--- config.mk ---
export PLATFORM = sky130hd
export DESIGN_NAME = mhu_top
export DESIGN_NICKNAME = d
export VERILOG_FILES = /design/src/cache_geom_pkg.sv /design/src/mhu_pkg.sv /design/src/mhu_miss_capture.sv /design/src/mhu_miss_fsm.sv /design/src/mhu_top.sv
export SDC_FILE = /design/constraint.sdc
export NUM_CORES = 1
export LEC_CHECK = 0
export BUFFER_PORTS_ARGS = -buffer_cell sky130_fd_sc_hd__buf_2
export CELL_PAD_IN_SITES_DETAIL_PLACEMENT = 0
export CELL_PAD_IN_SITES_GLOBAL_PLACEMENT = 1
export CORE_ASPECT_RATIO = 1.2
export CORE_MARGIN = 4
export CORE_UTILIZATION = 32
export CTS_BUF_LIST = sky130_fd_sc_hd__clkbuf_4
export DETAILED_ROUTE_END_ITERATION = 8
export PLACE_DENSITY_LB_ADDON = 0.05
export SYNTH_ARGS = -nofsm -noshare
export SYNTH_HDL_FRONTEND = slang
export SYNTH_SLANG_ARGS = --single-unit
--- constraint.sdc ---
create_clock -name clk_i -period 1.9 [get_ports clk_i]
set_input_delay 0.38 -clock clk_i [delete_from_list [all_inputs] [get_ports clk_i]]
set_output_delay 0.38 -clock clk_i [all_outputs]
set_load 0.03 [all_outputs]
--- src/cache_geom_pkg.sv ---
`default_nettype none

package cache_geom_pkg;

  // byte address width of the core
  localparam int ADDR_WIDTH = 32;

  // set associativity
  localparam int WAYS = 4;
  localparam int WAY_WIDTH = $clog2(WAYS);

  // sets per way
  localparam int SETS = 64;
  localparam int INDEX_WIDTH = $clog2(SETS);

  // line of 8 words, 4 bytes each
  localparam int WORD_BYTES = 4;
  localparam int LINE_WORDS = 8;
  localparam int BLOCK_OFFSET_WIDTH = $clog2(LINE_WORDS * WORD_BYTES);

  // whatever is left above index and offset
  localparam int TAG_WIDTH = ADDR_WIDTH - INDEX_WIDTH - BLOCK_OFFSET_WIDTH;

  // field view of a byte address, msb first
  typedef struct packed {
    logic [TAG_WIDTH-1:0]          tag;
    logic [INDEX_WIDTH-1:0]        index;
    logic [BLOCK_OFFSET_WIDTH-1:0] offset;
  } cache_addr_fields_s;

  // same 32 bits, raw word or tag/index/offset
  typedef union packed {
    logic [ADDR_WIDTH-1:0] raw;
    cache_addr_fields_s    fields;
  } cache_addr_u;

endpackage

`default_nettype wire

--- src/mhu_pkg.sv ---
`default_nettype none

package mhu_pkg;

  localparam int STATE_WIDTH = 3;
  localparam int CMD_WIDTH = 2;

  // miss handler states
  typedef enum logic [STATE_WIDTH-1:0] {
    START            = 3'd0,
    SEND_REFILL_ADDR = 3'd1,
    STORE_TAG_MISS   = 3'd2,
    WAIT_SNOOP_DONE  = 3'd3,
    SEND_EVICT_ADDR  = 3'd4,
    SEND_EVICT_DATA  = 3'd5,
    WRITE_FILL_DATA  = 3'd6
  } mhu_state_e;

  // address command, travels as the wishbone address tag
  typedef enum logic [CMD_WIDTH-1:0] {
    NOP         = 2'd0,
    REFILL_ADDR = 2'd1,
    EVICT_ADDR  = 2'd2
  } dma_cmd_e;

  // presented by the tag-verify stage at capture
  typedef struct packed {
    cache_geom_pkg::cache_addr_u                              addr;
    logic                                                     store_tag_miss;
    logic                                                     track_miss;
    logic [cache_geom_pkg::WAY_WIDTH-1:0]                     hit_way;
    logic [cache_geom_pkg::WAY_WIDTH-1:0]                     chosen_way;
    logic [cache_geom_pkg::WAYS-1:0][cache_geom_pkg::TAG_WIDTH-1:0] tags;
    logic [cache_geom_pkg::WAYS-1:0]                          valid;
    logic [cache_geom_pkg::WAYS-1:0]                          dirty;
  } miss_info_s;

  // context held for the life of one miss
  typedef struct packed {
    logic [cache_geom_pkg::TAG_WIDTH-1:0]   tag;
    logic [cache_geom_pkg::INDEX_WIDTH-1:0] index;
    logic [cache_geom_pkg::WAY_WIDTH-1:0]   way;
    logic [cache_geom_pkg::TAG_WIDTH-1:0]   victim_tag;
    logic                                   victim_needs_evict;
    logic                                   track_miss;
    logic                                   store_tag_miss;
  } miss_ctx_s;

  // wishbone classic master side, address phase only
  typedef struct packed {
    logic                                  cyc;
    logic                                  stb;
    logic                                  we;
    logic [cache_geom_pkg::ADDR_WIDTH-1:0] adr;
    dma_cmd_e                              cmd;
  } dma_req_s;

  typedef struct packed {
    logic evict_v;
    logic store_tag_miss_fill_v;
    logic write_fill_data_in_progress;
    logic evict_enqueued;
    logic req_busy;
  } mhu_status_s;

endpackage

`default_nettype wire

--- src/mhu_miss_capture.sv ---
`default_nettype none

module mhu_miss_capture (
  input  logic               clk_i,
  input  logic               reset_i,
  input  logic               capture_i,
  input  mhu_pkg::miss_info_s miss_i,
  output mhu_pkg::miss_ctx_s  ctx_o
);

  cache_geom_pkg::cache_addr_u line_addr;

  logic [cache_geom_pkg::WAY_WIDTH-1:0] way;
  logic                                 way_dirty;
  logic                                 way_valid;

  mhu_pkg::miss_ctx_s ctx_n;
  mhu_pkg::miss_ctx_s ctx_r;

  // miss address as seen by the tv stage
  assign line_addr.raw = miss_i.addr.raw;

  // track miss refills the way it hit on, otherwise the replacement pick
  assign way = miss_i.track_miss ? miss_i.hit_way : miss_i.chosen_way;

  // state bits of the way being replaced
  assign way_dirty = miss_i.dirty[way];
  assign way_valid = miss_i.valid[way];

  always_comb begin
    ctx_n = ctx_r;
    // line tag and set, offset is dropped
    ctx_n.tag = line_addr.fields.tag;
    ctx_n.index = line_addr.fields.index;
    ctx_n.way = way;
    // old line held in that way
    ctx_n.victim_tag = miss_i.tags[way];
    // only a live dirty line has to go back to memory
    ctx_n.victim_needs_evict = way_dirty & way_valid;
    ctx_n.track_miss = miss_i.track_miss;
    ctx_n.store_tag_miss = miss_i.store_tag_miss;
  end

  // one-cycle strobe from the pipeline, only while idle
  always_ff @(posedge clk_i) begin
    if (reset_i) begin
      ctx_r <= '0;
    end else if (capture_i) begin
      ctx_r <= ctx_n;
    end
  end

  assign ctx_o = ctx_r;

endmodule

`default_nettype wire

--- src/mhu_miss_fsm.sv ---
`default_nettype none

module mhu_miss_fsm (
  input  logic                 clk_i,
  input  logic                 reset_i,
  input  logic                 activate_i,
  input  mhu_pkg::miss_ctx_s   ctx_i,
  input  logic                 snoop_way_busy_i,
  input  logic                 ack_i,
  input  logic                 evict_done_i,
  input  logic                 refill_done_i,
  input  logic                 stm_fill_done_i,
  output mhu_pkg::dma_req_s    dma_req_o,
  output mhu_pkg::mhu_status_s status_o
);

  mhu_pkg::mhu_state_e state_r;
  mhu_pkg::mhu_state_e state_n;
  mhu_pkg::mhu_state_e decide_n;

  cache_geom_pkg::cache_addr_u refill_addr;
  cache_geom_pkg::cache_addr_u evict_addr;

  logic evict_victim;
  logic fill_done;

  // line-aligned addresses for the dma engine
  assign refill_addr.fields = '{tag: ctx_i.tag, index: ctx_i.index, offset: '0};
  assign evict_addr.fields = '{tag: ctx_i.victim_tag, index: ctx_i.index, offset: '0};

  // track miss refills in place, never evicts
  assign evict_victim = ctx_i.victim_needs_evict & ~ctx_i.track_miss;

  // store tag miss data comes from the store transmitter, not dma
  assign fill_done = ctx_i.store_tag_miss ? stm_fill_done_i : refill_done_i;

  // shared by the refill ack cycle and STORE_TAG_MISS
  always_comb begin
    if (!evict_victim) begin
      decide_n = mhu_pkg::WRITE_FILL_DATA;
    end else if (snoop_way_busy_i) begin
      // sbuf or tbuf still has stores for this way
      decide_n = mhu_pkg::WAIT_SNOOP_DONE;
    end else begin
      decide_n = mhu_pkg::SEND_EVICT_ADDR;
    end
  end

  always_comb begin
    state_n = state_r;
    case (state_r)
      mhu_pkg::START: begin
        if (activate_i) begin
          state_n = ctx_i.store_tag_miss ? mhu_pkg::STORE_TAG_MISS : mhu_pkg::SEND_REFILL_ADDR;
        end
      end
      // hold the request until the dma acks it
      mhu_pkg::SEND_REFILL_ADDR: begin
        if (ack_i) begin
          state_n = decide_n;
        end
      end
      // no refill, single decision cycle
      mhu_pkg::STORE_TAG_MISS: begin
        state_n = decide_n;
      end
      mhu_pkg::WAIT_SNOOP_DONE: begin
        if (!snoop_way_busy_i) begin
          state_n = mhu_pkg::SEND_EVICT_ADDR;
        end
      end
      mhu_pkg::SEND_EVICT_ADDR: begin
        if (ack_i) begin
          state_n = mhu_pkg::SEND_EVICT_DATA;
        end
      end
      // old line must leave before fill data lands
      mhu_pkg::SEND_EVICT_DATA: begin
        if (evict_done_i) begin
          state_n = mhu_pkg::WRITE_FILL_DATA;
        end
      end
      mhu_pkg::WRITE_FILL_DATA: begin
        if (fill_done) begin
          state_n = mhu_pkg::START;
        end
      end
      default: begin
        state_n = mhu_pkg::START;
      end
    endcase
  end

  always_ff @(posedge clk_i) begin
    if (reset_i) begin
      state_r <= mhu_pkg::START;
    end else begin
      state_r <= state_n;
    end
  end

  // wishbone request straight from state, drops the cycle after ack
  always_comb begin
    dma_req_o = '0;
    dma_req_o.cmd = mhu_pkg::NOP;
    if (state_r == mhu_pkg::SEND_REFILL_ADDR) begin
      dma_req_o.cyc = 1'b1;
      dma_req_o.stb = 1'b1;
      dma_req_o.adr = refill_addr.raw;
      dma_req_o.cmd = mhu_pkg::REFILL_ADDR;
    end else if (state_r == mhu_pkg::SEND_EVICT_ADDR) begin
      // eviction is a write
      dma_req_o.cyc = 1'b1;
      dma_req_o.stb = 1'b1;
      dma_req_o.we = 1'b1;
      dma_req_o.adr = evict_addr.raw;
      dma_req_o.cmd = mhu_pkg::EVICT_ADDR;
    end
  end

  always_comb begin
    // pulse in the evict ack cycle
    status_o.evict_v = (state_r == mhu_pkg::SEND_EVICT_ADDR)
                     & (state_n == mhu_pkg::SEND_EVICT_DATA);
    // dirty stm fills with evict_v, clean stm fills on its decision cycle
    status_o.store_tag_miss_fill_v = ctx_i.store_tag_miss
      & (status_o.evict_v
         | ((state_r == mhu_pkg::STORE_TAG_MISS) & (state_n == mhu_pkg::WRITE_FILL_DATA)));
    status_o.write_fill_data_in_progress = (state_r == mhu_pkg::WRITE_FILL_DATA);
    // lets refill data in once the eviction is queued
    status_o.evict_enqueued = (state_r == mhu_pkg::SEND_EVICT_DATA)
                            | (state_r == mhu_pkg::WRITE_FILL_DATA);
    status_o.req_busy = (state_r == mhu_pkg::SEND_REFILL_ADDR)
                      | (state_r == mhu_pkg::STORE_TAG_MISS)
                      | (state_r == mhu_pkg::WAIT_SNOOP_DONE)
                      | (state_r == mhu_pkg::SEND_EVICT_ADDR);
  end

endmodule

`default_nettype wire

--- src/mhu_top.sv ---
`default_nettype none

module mhu_top (
  input  logic                                 clk_i,
  input  logic                                 reset_i,
  input  logic                                 capture_i,
  input  logic                                 activate_i,
  input  mhu_pkg::miss_info_s                  miss_i,
  input  logic                                 snoop_way_busy_i,
  input  logic                                 ack_i,
  input  logic                                 evict_done_i,
  input  logic                                 refill_done_i,
  input  logic                                 stm_fill_done_i,
  output mhu_pkg::dma_req_s                    dma_req_o,
  output mhu_pkg::mhu_status_s                 status_o,
  output logic [cache_geom_pkg::WAY_WIDTH-1:0] chosen_way_o,
  output logic                                 store_tag_miss_o,
  output logic                                 track_miss_o
);

  mhu_pkg::miss_ctx_s ctx;

  // latches the miss from the tv stage
  mhu_miss_capture u_capture (
    .clk_i     (clk_i),
    .reset_i   (reset_i),
    .capture_i (capture_i),
    .miss_i    (miss_i),
    .ctx_o     (ctx)
  );

  // sequences refill, eviction and fill
  mhu_miss_fsm u_fsm (
    .clk_i            (clk_i),
    .reset_i          (reset_i),
    .activate_i       (activate_i),
    .ctx_i            (ctx),
    .snoop_way_busy_i (snoop_way_busy_i),
    .ack_i            (ack_i),
    .evict_done_i     (evict_done_i),
    .refill_done_i    (refill_done_i),
    .stm_fill_done_i  (stm_fill_done_i),
    .dma_req_o        (dma_req_o),
    .status_o         (status_o)
  );

  // way and op kind for the data path
  assign chosen_way_o = ctx.way;
  assign store_tag_miss_o = ctx.store_tag_miss;
  assign track_miss_o = ctx.track_miss;

endmodule

`default_nettype wire

; Word level (Yosys, flattened, before mapping)
; Index checks and enable logic that the tools add are counted.
[op_classes]
bitwise_logic = 11
muxes = 22
reduce_logical = 1
n_lt_le_gt_ge = 1
eq_ne = 8
[op_table]
columns = cell, n
row1 = $bmux W21 S2, 1
row2 = $mux W37, 1
row3 = $mux W34, 1
row4 = $mux W3, 8
row5 = $mux W21, 1
row6 = $pmux W3 S7, 1
row7 = $eq A3 B3 Y1 const B, 5
row8 = $eq A3 B2 Y1 const B, 2
row9 = $mux W2, 3
row10 = $and A1 B1 Y1, 5
row11 = $or A1 B1 Y1, 5
row12 = $bmux W1 S2, 2
row13 = $mux W1, 4
row14 = $eq A3 B1 Y1 const B, 1
row15 = $logic_not A3 Y1, 1
row16 = $lt A2 B3 Y1 const B, 1
row17 = $not A1 Y1, 1
[totals]
in_bits = 139
output_inout_bits = 46
register_bits = 56
wordCells = 51

; Logic depth before layout (Yosys ltp)
; Gate-level depths: netlist (run 1).
[depth]
word_depth = 9
mapped_depth = 5

; By module
; A second synthesis (run 1) with hierarchy kept.
[hier_totals]
hier_cells = 316
area_unflattened_um2 = 3047.9
[modules_own_cells]
columns = mod, area_each_um2, cells_each, n_inst, seq_area_each_um2
row1 = mhu_miss_capture, 2388.5, 231, 1, 1061.0
row2 = mhu_miss_fsm, 659.4, 85, 1, 60.1

; Worst setup path after synthesis (run 1)
; OpenSTA, ideal clock, no wires.
[synth_timing]
kind = reg-to-output
startpoint = reg u_capture.ctx_r (netlist bit u_capture.ctx_o[0])
endpoint = out status_o[3] (netlist name)
path_slack_ps = -9
path_buffers = 0
arrival_time_ps = 1529
required_ps = 1520
stages_incl_launch_ff = 5
path_cell_list = dfxtp_1 > mux2i_1 > and3_1 > a211oi_1 > o2bb2ai_1
[synth_lines]
columns = element, line
row1 = start: declaration, mhu_miss_capture.sv:18  ; mhu_pkg::miss_ctx_s ctx_r;
row2 = start signal: assignment, mhu_miss_capture.sv:49  ; ctx_r <= ctx_n;
row3 = end: declaration, mhu_top.sv:15  ; output mhu_pkg::mhu_status_s status_o,

==> results.py, run 1 <==
metrics = {
    "run_status": {
        "outcome": "complete, but fails checks",
        "violations": "setup timing",
    },
    "floorplanning": {
        "io_pins": 185,
        "fp.dieH_um": 116,
        "initial_utilization_pct": 32.6,
        "dieArea_sq_um": 11300,
        "die_w_um": 97.6,
        "core_sq_um": 9470,
        "num_rows": 39,
    },
    "finish": {
        "area.sequential_sq_um": 1130,
        "fillers": 935,
        "multi_input_comb_area_sq_um": 1780,
        "fin_nets": 648,
        "final_layout_size_suffix_gt1_share_pct": 46.5,
        "syn_to_final_growth_pct": 50.6,
        "stdcell_count": 634,
    },
    "min_path": {
        "hp-start": "miss_i[104]",
        "min_path_type": "in2reg",
        "hold-path-cell-count": 3,
        "min_to": "u_capture.ctx_o[27]$_SDFFE_PP0P_",
    },
    "clocking": {
        "hold_buffers": 0,
        "htreeDepth": 2,
        "clk_transition_reported_paths_ns": 0.16,
        "cts_tree": "yes",
        "clkLatencyLatePin_ns": 0.38,
        "cts_sinks": 56,
        "clockBufferDepth": 2,
        "clock_tree.root_cell": "clkbuf_4",
        "cts_made_buffers": 5,
    },
    "setup_path": {
        "rr_startpoint": "u_fsm.state_r[2]$_SDFF_PP0_",
        "cp.arrival_ns": 1.72,
        "crit_type": "reg2out",
        "endpoint_kind": "output pin",
        "required_ns": 1.52,
        "rrSetupSlack_ns": 0.50,
        "cp-start-kind": "flop",
        "rr_worst_depth": 7,
        "r2r_end": "u_fsm.state_r[2]$_SDFF_PP0_",
        "cp_max_fo": 8,
    },
    "grt": {
        "grt_start_max_net_pins": 36,
        "grt_pass1_wl_um": 15600,
        "grt_overflow": 0,
        "antenna_found_initial": 1,
        "grt_use_total_pct": 17.0,
        "grt_pass1_vias": 3198,
    },
    "logic_synthesis": {
        "synth.most_common_cell": "mux2i_1",
        "ys_seq_area_share_pct": 36.3,
        "syn-instance-count": 322,
        "ys_ff_latch": 56,
        "ys_top_cells_by_count": "mux2i_1, dfxtp_1, nor2_1, nand2_1, a22o_1",
        "yosysTopAreaCell": "dfxtp_1",
        "yosys_most_used_dff": "dfxtp_1",
        "synth_area_sq_um": 3090,
        "synth.avg_cell_area_sq_um": 9.58,
        "synth_edf_count": 0,
        "synthArstFlopShare_pct": 0,
        "synth_top_cell_area_share_pct": 36.3,
        "synthDistinctLibCells": 33,
        "synth.area.top_cells": "dfxtp_1, mux2i_1, a22o_1, o221ai_1, nor2_1",
        "yosysWarningCount": 0,
    },
    "timing": {
        "slew_violations": 0,
        "period_share_pct": 111,
        "worstMarginPinSlew_ns": 0.654,
        "setup_viol": 32,
        "max_slew_margin_pct": 56.4,
        "fin_worst_skew_ns": 0.00303,
        "fin_crit_ns": 2.10,
        "max_freq_ghz": 0.475,
        "setup_ws_ns": -0.203,
        "hold_violations": 0,
        "whs_ns": 0.219,
        "rsz0062_at_grt": "yes",
    },
    "power": {
        "p_per_area_nw_per_um2": 895,
        "leakagePower_nw": 2.31,
        "ir_drop_uv": 304,
    },
    "route": {
        "drt_first_pass_iters": 4,
        "ant_nets": 0,
        "drc": 0,
        "routedWlPerCell_um": 15.7,
        "via_per_inst": 4.85,
        "vias": 3077,
        "routed_wl_um": 9970,
        "drtIter0Drc": 68,
    },
    "place": {
        "preCtsSetupSlack_ns": 0.0377,
        "dp_hpwl_um": 7350,
        "gp_congestion": 0.749,
        "io_buffers": 174,
        "post-place-cells": 611,
    },
    "flow_run": {
        "max_cap_violations": 0,
    },
}
## worst max-delay path by stage
stage	cells past startpoint	end	start
after detailed placement	5	dma_req_o[36]	u_fsm.state_r[1]$_SDFF_PP0_
after CTS	6	status_o[3]	u_fsm.state_r[1]$_SDFF_PP0_
after global placement	5	dma_req_o[35]	u_fsm.state_r[1]$_SDFF_PP0_
final	6	dma_req_o[16]	u_fsm.state_r[1]$_SDFF_PP0_
after floorplan	5	dma_req_o[36]	u_fsm.state_r[0]$_SDFF_PP0_
after global routing	6	dma_req_o[26]	u_fsm.state_r[1]$_SDFF_PP0_
## worst max-delay path: stages, from the launching register on
cell	delay, ns
dfxtp_4	0.40
buf_12	0.13
nor3b_4	0.21
buf_6	0.16
clkbuf_16	0.15
a22o_1	0.16
buf_6	0.13
## timing repair
item,CTS,global route
cloned,1,1
resized for setup,73,28
endpoints found under the hold margin,0,0
endpoints found under the setup margin,37,37
pin swaps,3,25
buffers inserted,6,6
## cell usage in the layout (no fill, tap or decap), drive strengths merged, types with 2 or more instances in the layout
master,instances
nor2,37
dfxtp,56
buf,210
nor2b,10
inv,4
o2bb2ai,2
mux2i,75
a21o,2
a21oi,5
and2,2
nand3b,2
nor3b,3
clkinv,3
clkbuf,6
conb,5
nand2,24
a211oi,3
o221ai,21
nand3,7
a22o,22
## metrics by stage
step / power (mW) / TNS [ns] / utilization [%] / instance area, sq um
after floorplan: 2.46 / 0 / - / 3110
after global placement: 3.06 / 0 / 43.7 / 4140
after detailed placement: 3.07 / 0 / 43.7 / 4140
after CTS: 3.99 / -4.94 / 47.3 / 4480
after global routing: 4.42 / -8.02 / 49.1 / 4650
final: 4.16 / -5.05 / 49.1 / 4650
## cells by family after synthesis
logic type / count (synthesis) / share of synthesized area (%)
compound gates: 60 / 16.0
xor+xnor: 1 / 0.284
buf+inv: 39 / 9.00
flops: 56 / 36.3
mux: 76 / 24.8
other cells: 1 / 0.122
simple gates: 89 / 13.4
## sequential cells by signal, indices dropped and copies added (netlist names)
register and count:
u_fsm.state_r 3, u_capture.ctx_o 53
## where the power goes
part | internal (mW) | switching [mW]
combinational | 1.15 | 1.13
clock | 0.137 | 0.366
sequential | 1.29 | 0.0825
total | 2.59 | 1.57
## cell type report
class | instances | share of cell area (%)
antenna | 1 | 0.0538
clock buffer | 5 | 0.808
clock inverter | 3 | 0.296
inverter | 4 | 0.323
multi-input combinational | 231 | 38.3
sequential | 56 | 24.4
tap | 123 | 3.31
timing repair buffer | 211 | 32.5
## per-layer routing
layer | global-route usage [%] | vias up | routed length (um) | part of all wire (%)
met3 | 4.58 | 11 | 703 | 7.0
li1 | - | 1535 | - | -
met5 | 0 | - | 13 | 0.13
met1 | 18.9 | 1423 | 3830 | 38
met2 | 32.3 | 106 | 5300 | 53
met4 | 4.06 | 2 | 128 | 1.3
Note: power is estimated with default switching activity, not from simulation.
==> run 2: changes to the inputs <==
--- a/config.mk
+++ b/config.mk
@@ -5,15 +5,17 @@
 export SDC_FILE = /design/constraint.sdc
 export NUM_CORES = 1
 export LEC_CHECK = 0
+export ABC_CLOCK_PERIOD_IN_PS = 1800
 export BUFFER_PORTS_ARGS = -buffer_cell sky130_fd_sc_hd__buf_2
 export CELL_PAD_IN_SITES_DETAIL_PLACEMENT = 0
 export CELL_PAD_IN_SITES_GLOBAL_PLACEMENT = 1
 export CORE_ASPECT_RATIO = 1.2
 export CORE_MARGIN = 4
-export CORE_UTILIZATION = 32
+export CORE_UTILIZATION = 29
 export CTS_BUF_LIST = sky130_fd_sc_hd__clkbuf_4
 export DETAILED_ROUTE_END_ITERATION = 8
 export PLACE_DENSITY_LB_ADDON = 0.05
+export REMOVE_ABC_BUFFERS = 1
 export SYNTH_ARGS = -nofsm -noshare
 export SYNTH_HDL_FRONTEND = slang
 export SYNTH_SLANG_ARGS = --single-unit
==> constraint.sdc (replaced) <==
create_clock -name clk_i -period 1.8 [get_ports clk_i]
set_input_delay 0.36 -clock clk_i [delete_from_list [all_inputs] [get_ports clk_i]]
set_output_delay 0.36 -clock clk_i [all_outputs]
set_load 0.03 [all_outputs]
==> results.py, run 2 (same netlist as run 1, synthesis figures left out) <==
metrics = {
    "route": {
        "routed_wl_um": 10200,
        "via_per_inst": 4.82,
        "routedWlPerCell_um": 15.9,
        "vias": 3099,
        "drtIter0Drc": 78,
        "drc": 0,
        "ant_nets": 0,
        "drt_first_pass_iters": 4,
    },
    "place": {
        "gp_congestion": 0.743,
        "preCtsSetupSlack_ns": -0.0946,
        "dp_hpwl_um": 7250,
        "io_buffers": 174,
    },
    "setup_path": {
        "worst-path-buf-inv": 5,
        "crit_family": "buffers and inverters",
        "rr_startpoint": "u_fsm.state_r[0]$_SDFF_PP0_",
        "cp_max_fo": 4,
        "r2r_end": "u_fsm.state_r[1]$_SDFF_PP0_",
        "endpoint_kind": "output pin",
        "path_depth": 7,
        "required_ns": 1.44,
        "cpMostUsedCell": "buf_6",
        "cp.arrival_ns": 1.69,
        "max_stage_delay_ns": 0.37,
        "crit_type": "reg2out",
        "critPathSlowestCell": "dfxtp_2",
        "rr_worst_depth": 6,
        "cp-start-kind": "flop",
        "crit_chain": "buf_12, nor3b_4, buf_6, buf_6, buf_6, a22o_1, buf_6",
        "rrSetupSlack_ns": 0.40,
    },
    "min_path": {
        "min_to": "u_capture.ctx_o[37]$_SDFFE_PP0P_",
        "hp-start": "miss_i[114]",
        "min_path_type": "in2reg",
        "hold-path-cell-count": 3,
    },
    "grt": {
        "antenna_found_initial": 0,
        "grt_pass1_vias": 3099,
        "grt_overflow": 0,
        "grt_pass1_wl_um": 15800,
        "grt_use_total_pct": 16.3,
        "grt_start_max_net_pins": 36,
    },
    "timing": {
        "period_share_pct": 114,
        "tns_ns": -6.19,
        "worstMarginPinSlew_ns": 0.822,
        "hold_violations": 0,
        "slew_violations": 0,
        "setup_ws_ns": -0.249,
        "fin_crit_ns": 2.05,
        "rsz0062_at_grt": "yes",
        "max_freq_ghz": 0.488,
        "fin_worst_skew_ns": 0.00565,
        "max_slew_margin_pct": 45.2,
        "setup_viol": 35,
    },
    "clocking": {
        "clockBufferDepth": 2,
        "cts_sinks": 56,
        "cts_tree": "yes",
        "hold_buffers": 0,
        "clkLatencyLatePin_ns": 0.38,
        "clk_transition_reported_paths_ns": 0.18,
        "htreeDepth": 2,
        "cts_made_buffers": 5,
        "clock_tree.root_cell": "clkbuf_4",
    },
    "finish": {
        "diodes": 0,
        "final_common_cell": "buf_2",
        "fillers": 1071,
        "final_cell_mix": "buf_2, mux2i_1, dfxtp_1",
        "final_layout_size_suffix_gt1_share_pct": 48.1,
        "largest_reg_flops": 53,
        "syn_to_final_growth_pct": 54.3,
        "fin_nets": 652,
    },
    "power": {
        "ir_drop_uv": 357,
        "p_per_area_nw_per_um2": 1020,
        "leakagePower_nw": 2.36,
    },
    "flow_run": {
        "max_cap_violations": 0,
    },
    "floorplanning": {
        "num_rows": 41,
        "io_pins": 185,
        "core_sq_um": 10500,
        "die_w_um": 102,
        "initial_utilization_pct": 29.5,
        "dieArea_sq_um": 12400,
        "fp.dieH_um": 121,
    },
    "run_status": {
        "outcome": "complete, but fails checks",
        "violations": "setup timing",
    },
}
==> run 2: changes by cell type in the layout (fill, tap and decap cells not counted), sizes merged <==
cell    before  now
diode        1    0
inv          4    5
clkbuf       6    5
clkinv       3    0
buf        210  215
bufinv       0    2
==> run 2: what timing repair did <==
item / CTS / global route
setup endpoints to repair: 37 / 37
resized for setup: 109 / 13
cloned: 2 / 0
pin swaps: 17 / 12
setup buffers: 10 / 6
==> run 2: worst max path at each step <==
stage                           startpoint            end  slack (ns)
3_3_place_gp   u_fsm.state_r[1]$_SDFF_PP0_  dma_req_o[35]       -0.07
3_5_place_dp   u_fsm.state_r[1]$_SDFF_PP0_  dma_req_o[35]       -0.09
6_report       u_fsm.state_r[2]$_SDFF_PP0_  dma_req_o[32]       -0.25
2_1_floorplan  u_fsm.state_r[0]$_SDFF_PP0_  dma_req_o[10]       -1.00
4_1_cts        u_fsm.state_r[2]$_SDFF_PP0_  dma_req_o[32]       -0.26
5_1_grt        u_fsm.state_r[2]$_SDFF_PP0_  dma_req_o[14]       -0.35
==> run 2: power breakdown <==
part | total (mW) | internal (mW) | switching, mW
logic | 2.55 | 1.30 | 1.24
clock network | 0.871 | 0.438 | 0.434
registers | 1.45 | 1.36 | 0.0881
==> run 2: cell type report <==
class / instances / area [sq um] / share of cell area, %
Multi-Input combinational cell: 231 / 1800 / 37.8
Clock inverter: 3 / 68.8 / 1.45
Inverter: 4 / 15.0 / 0.315
Clock buffer: 5 / 37.5 / 0.788
Timing Repair Buffer: 215 / 1550 / 32.4
Sequential cell: 56 / 1130 / 23.8
Tap cell: 129 / 161 / 3.39
==> run 2: through the flow <==
| step | hold slack (ns) | power (mW) | area, sq um | instances | utilization (%) |
|---|---|---|---|---|---|
| floorplan | 0.429 | 2.44 | 2840 | 291 | - |
| global placement | 0.450 | 3.24 | 4120 | 618 | 39.4 |
| detailed placement | 0.449 | 3.24 | 4120 | 618 | 39.4 |
| CTS | 0.176 | 4.82 | 4680 | 638 | 44.7 |
| global route | 0.165 | 5.13 | 4760 | 643 | 45.5 |
| finish | 0.195 | 4.87 | 4760 | 643 | 45.5 |
==> run 2: metal layers <==
layer  vias to the layer above  GRT usage, %  share of wire [%]  wire length [um]
met4                         0          3.20               0.91                93
met2                       104          29.4                 52              5320
met3                         7          4.03                7.5               765
met5                         -             0                  0                 0
li1                       1546             -                  -                 -
met1                      1442          19.2                 40              4050
==> run 2: worst min-delay path, stage by stage <==
cell,delay [ns]
buf_2,0.07
mux2i_1,0.05
nor2_1,0.07
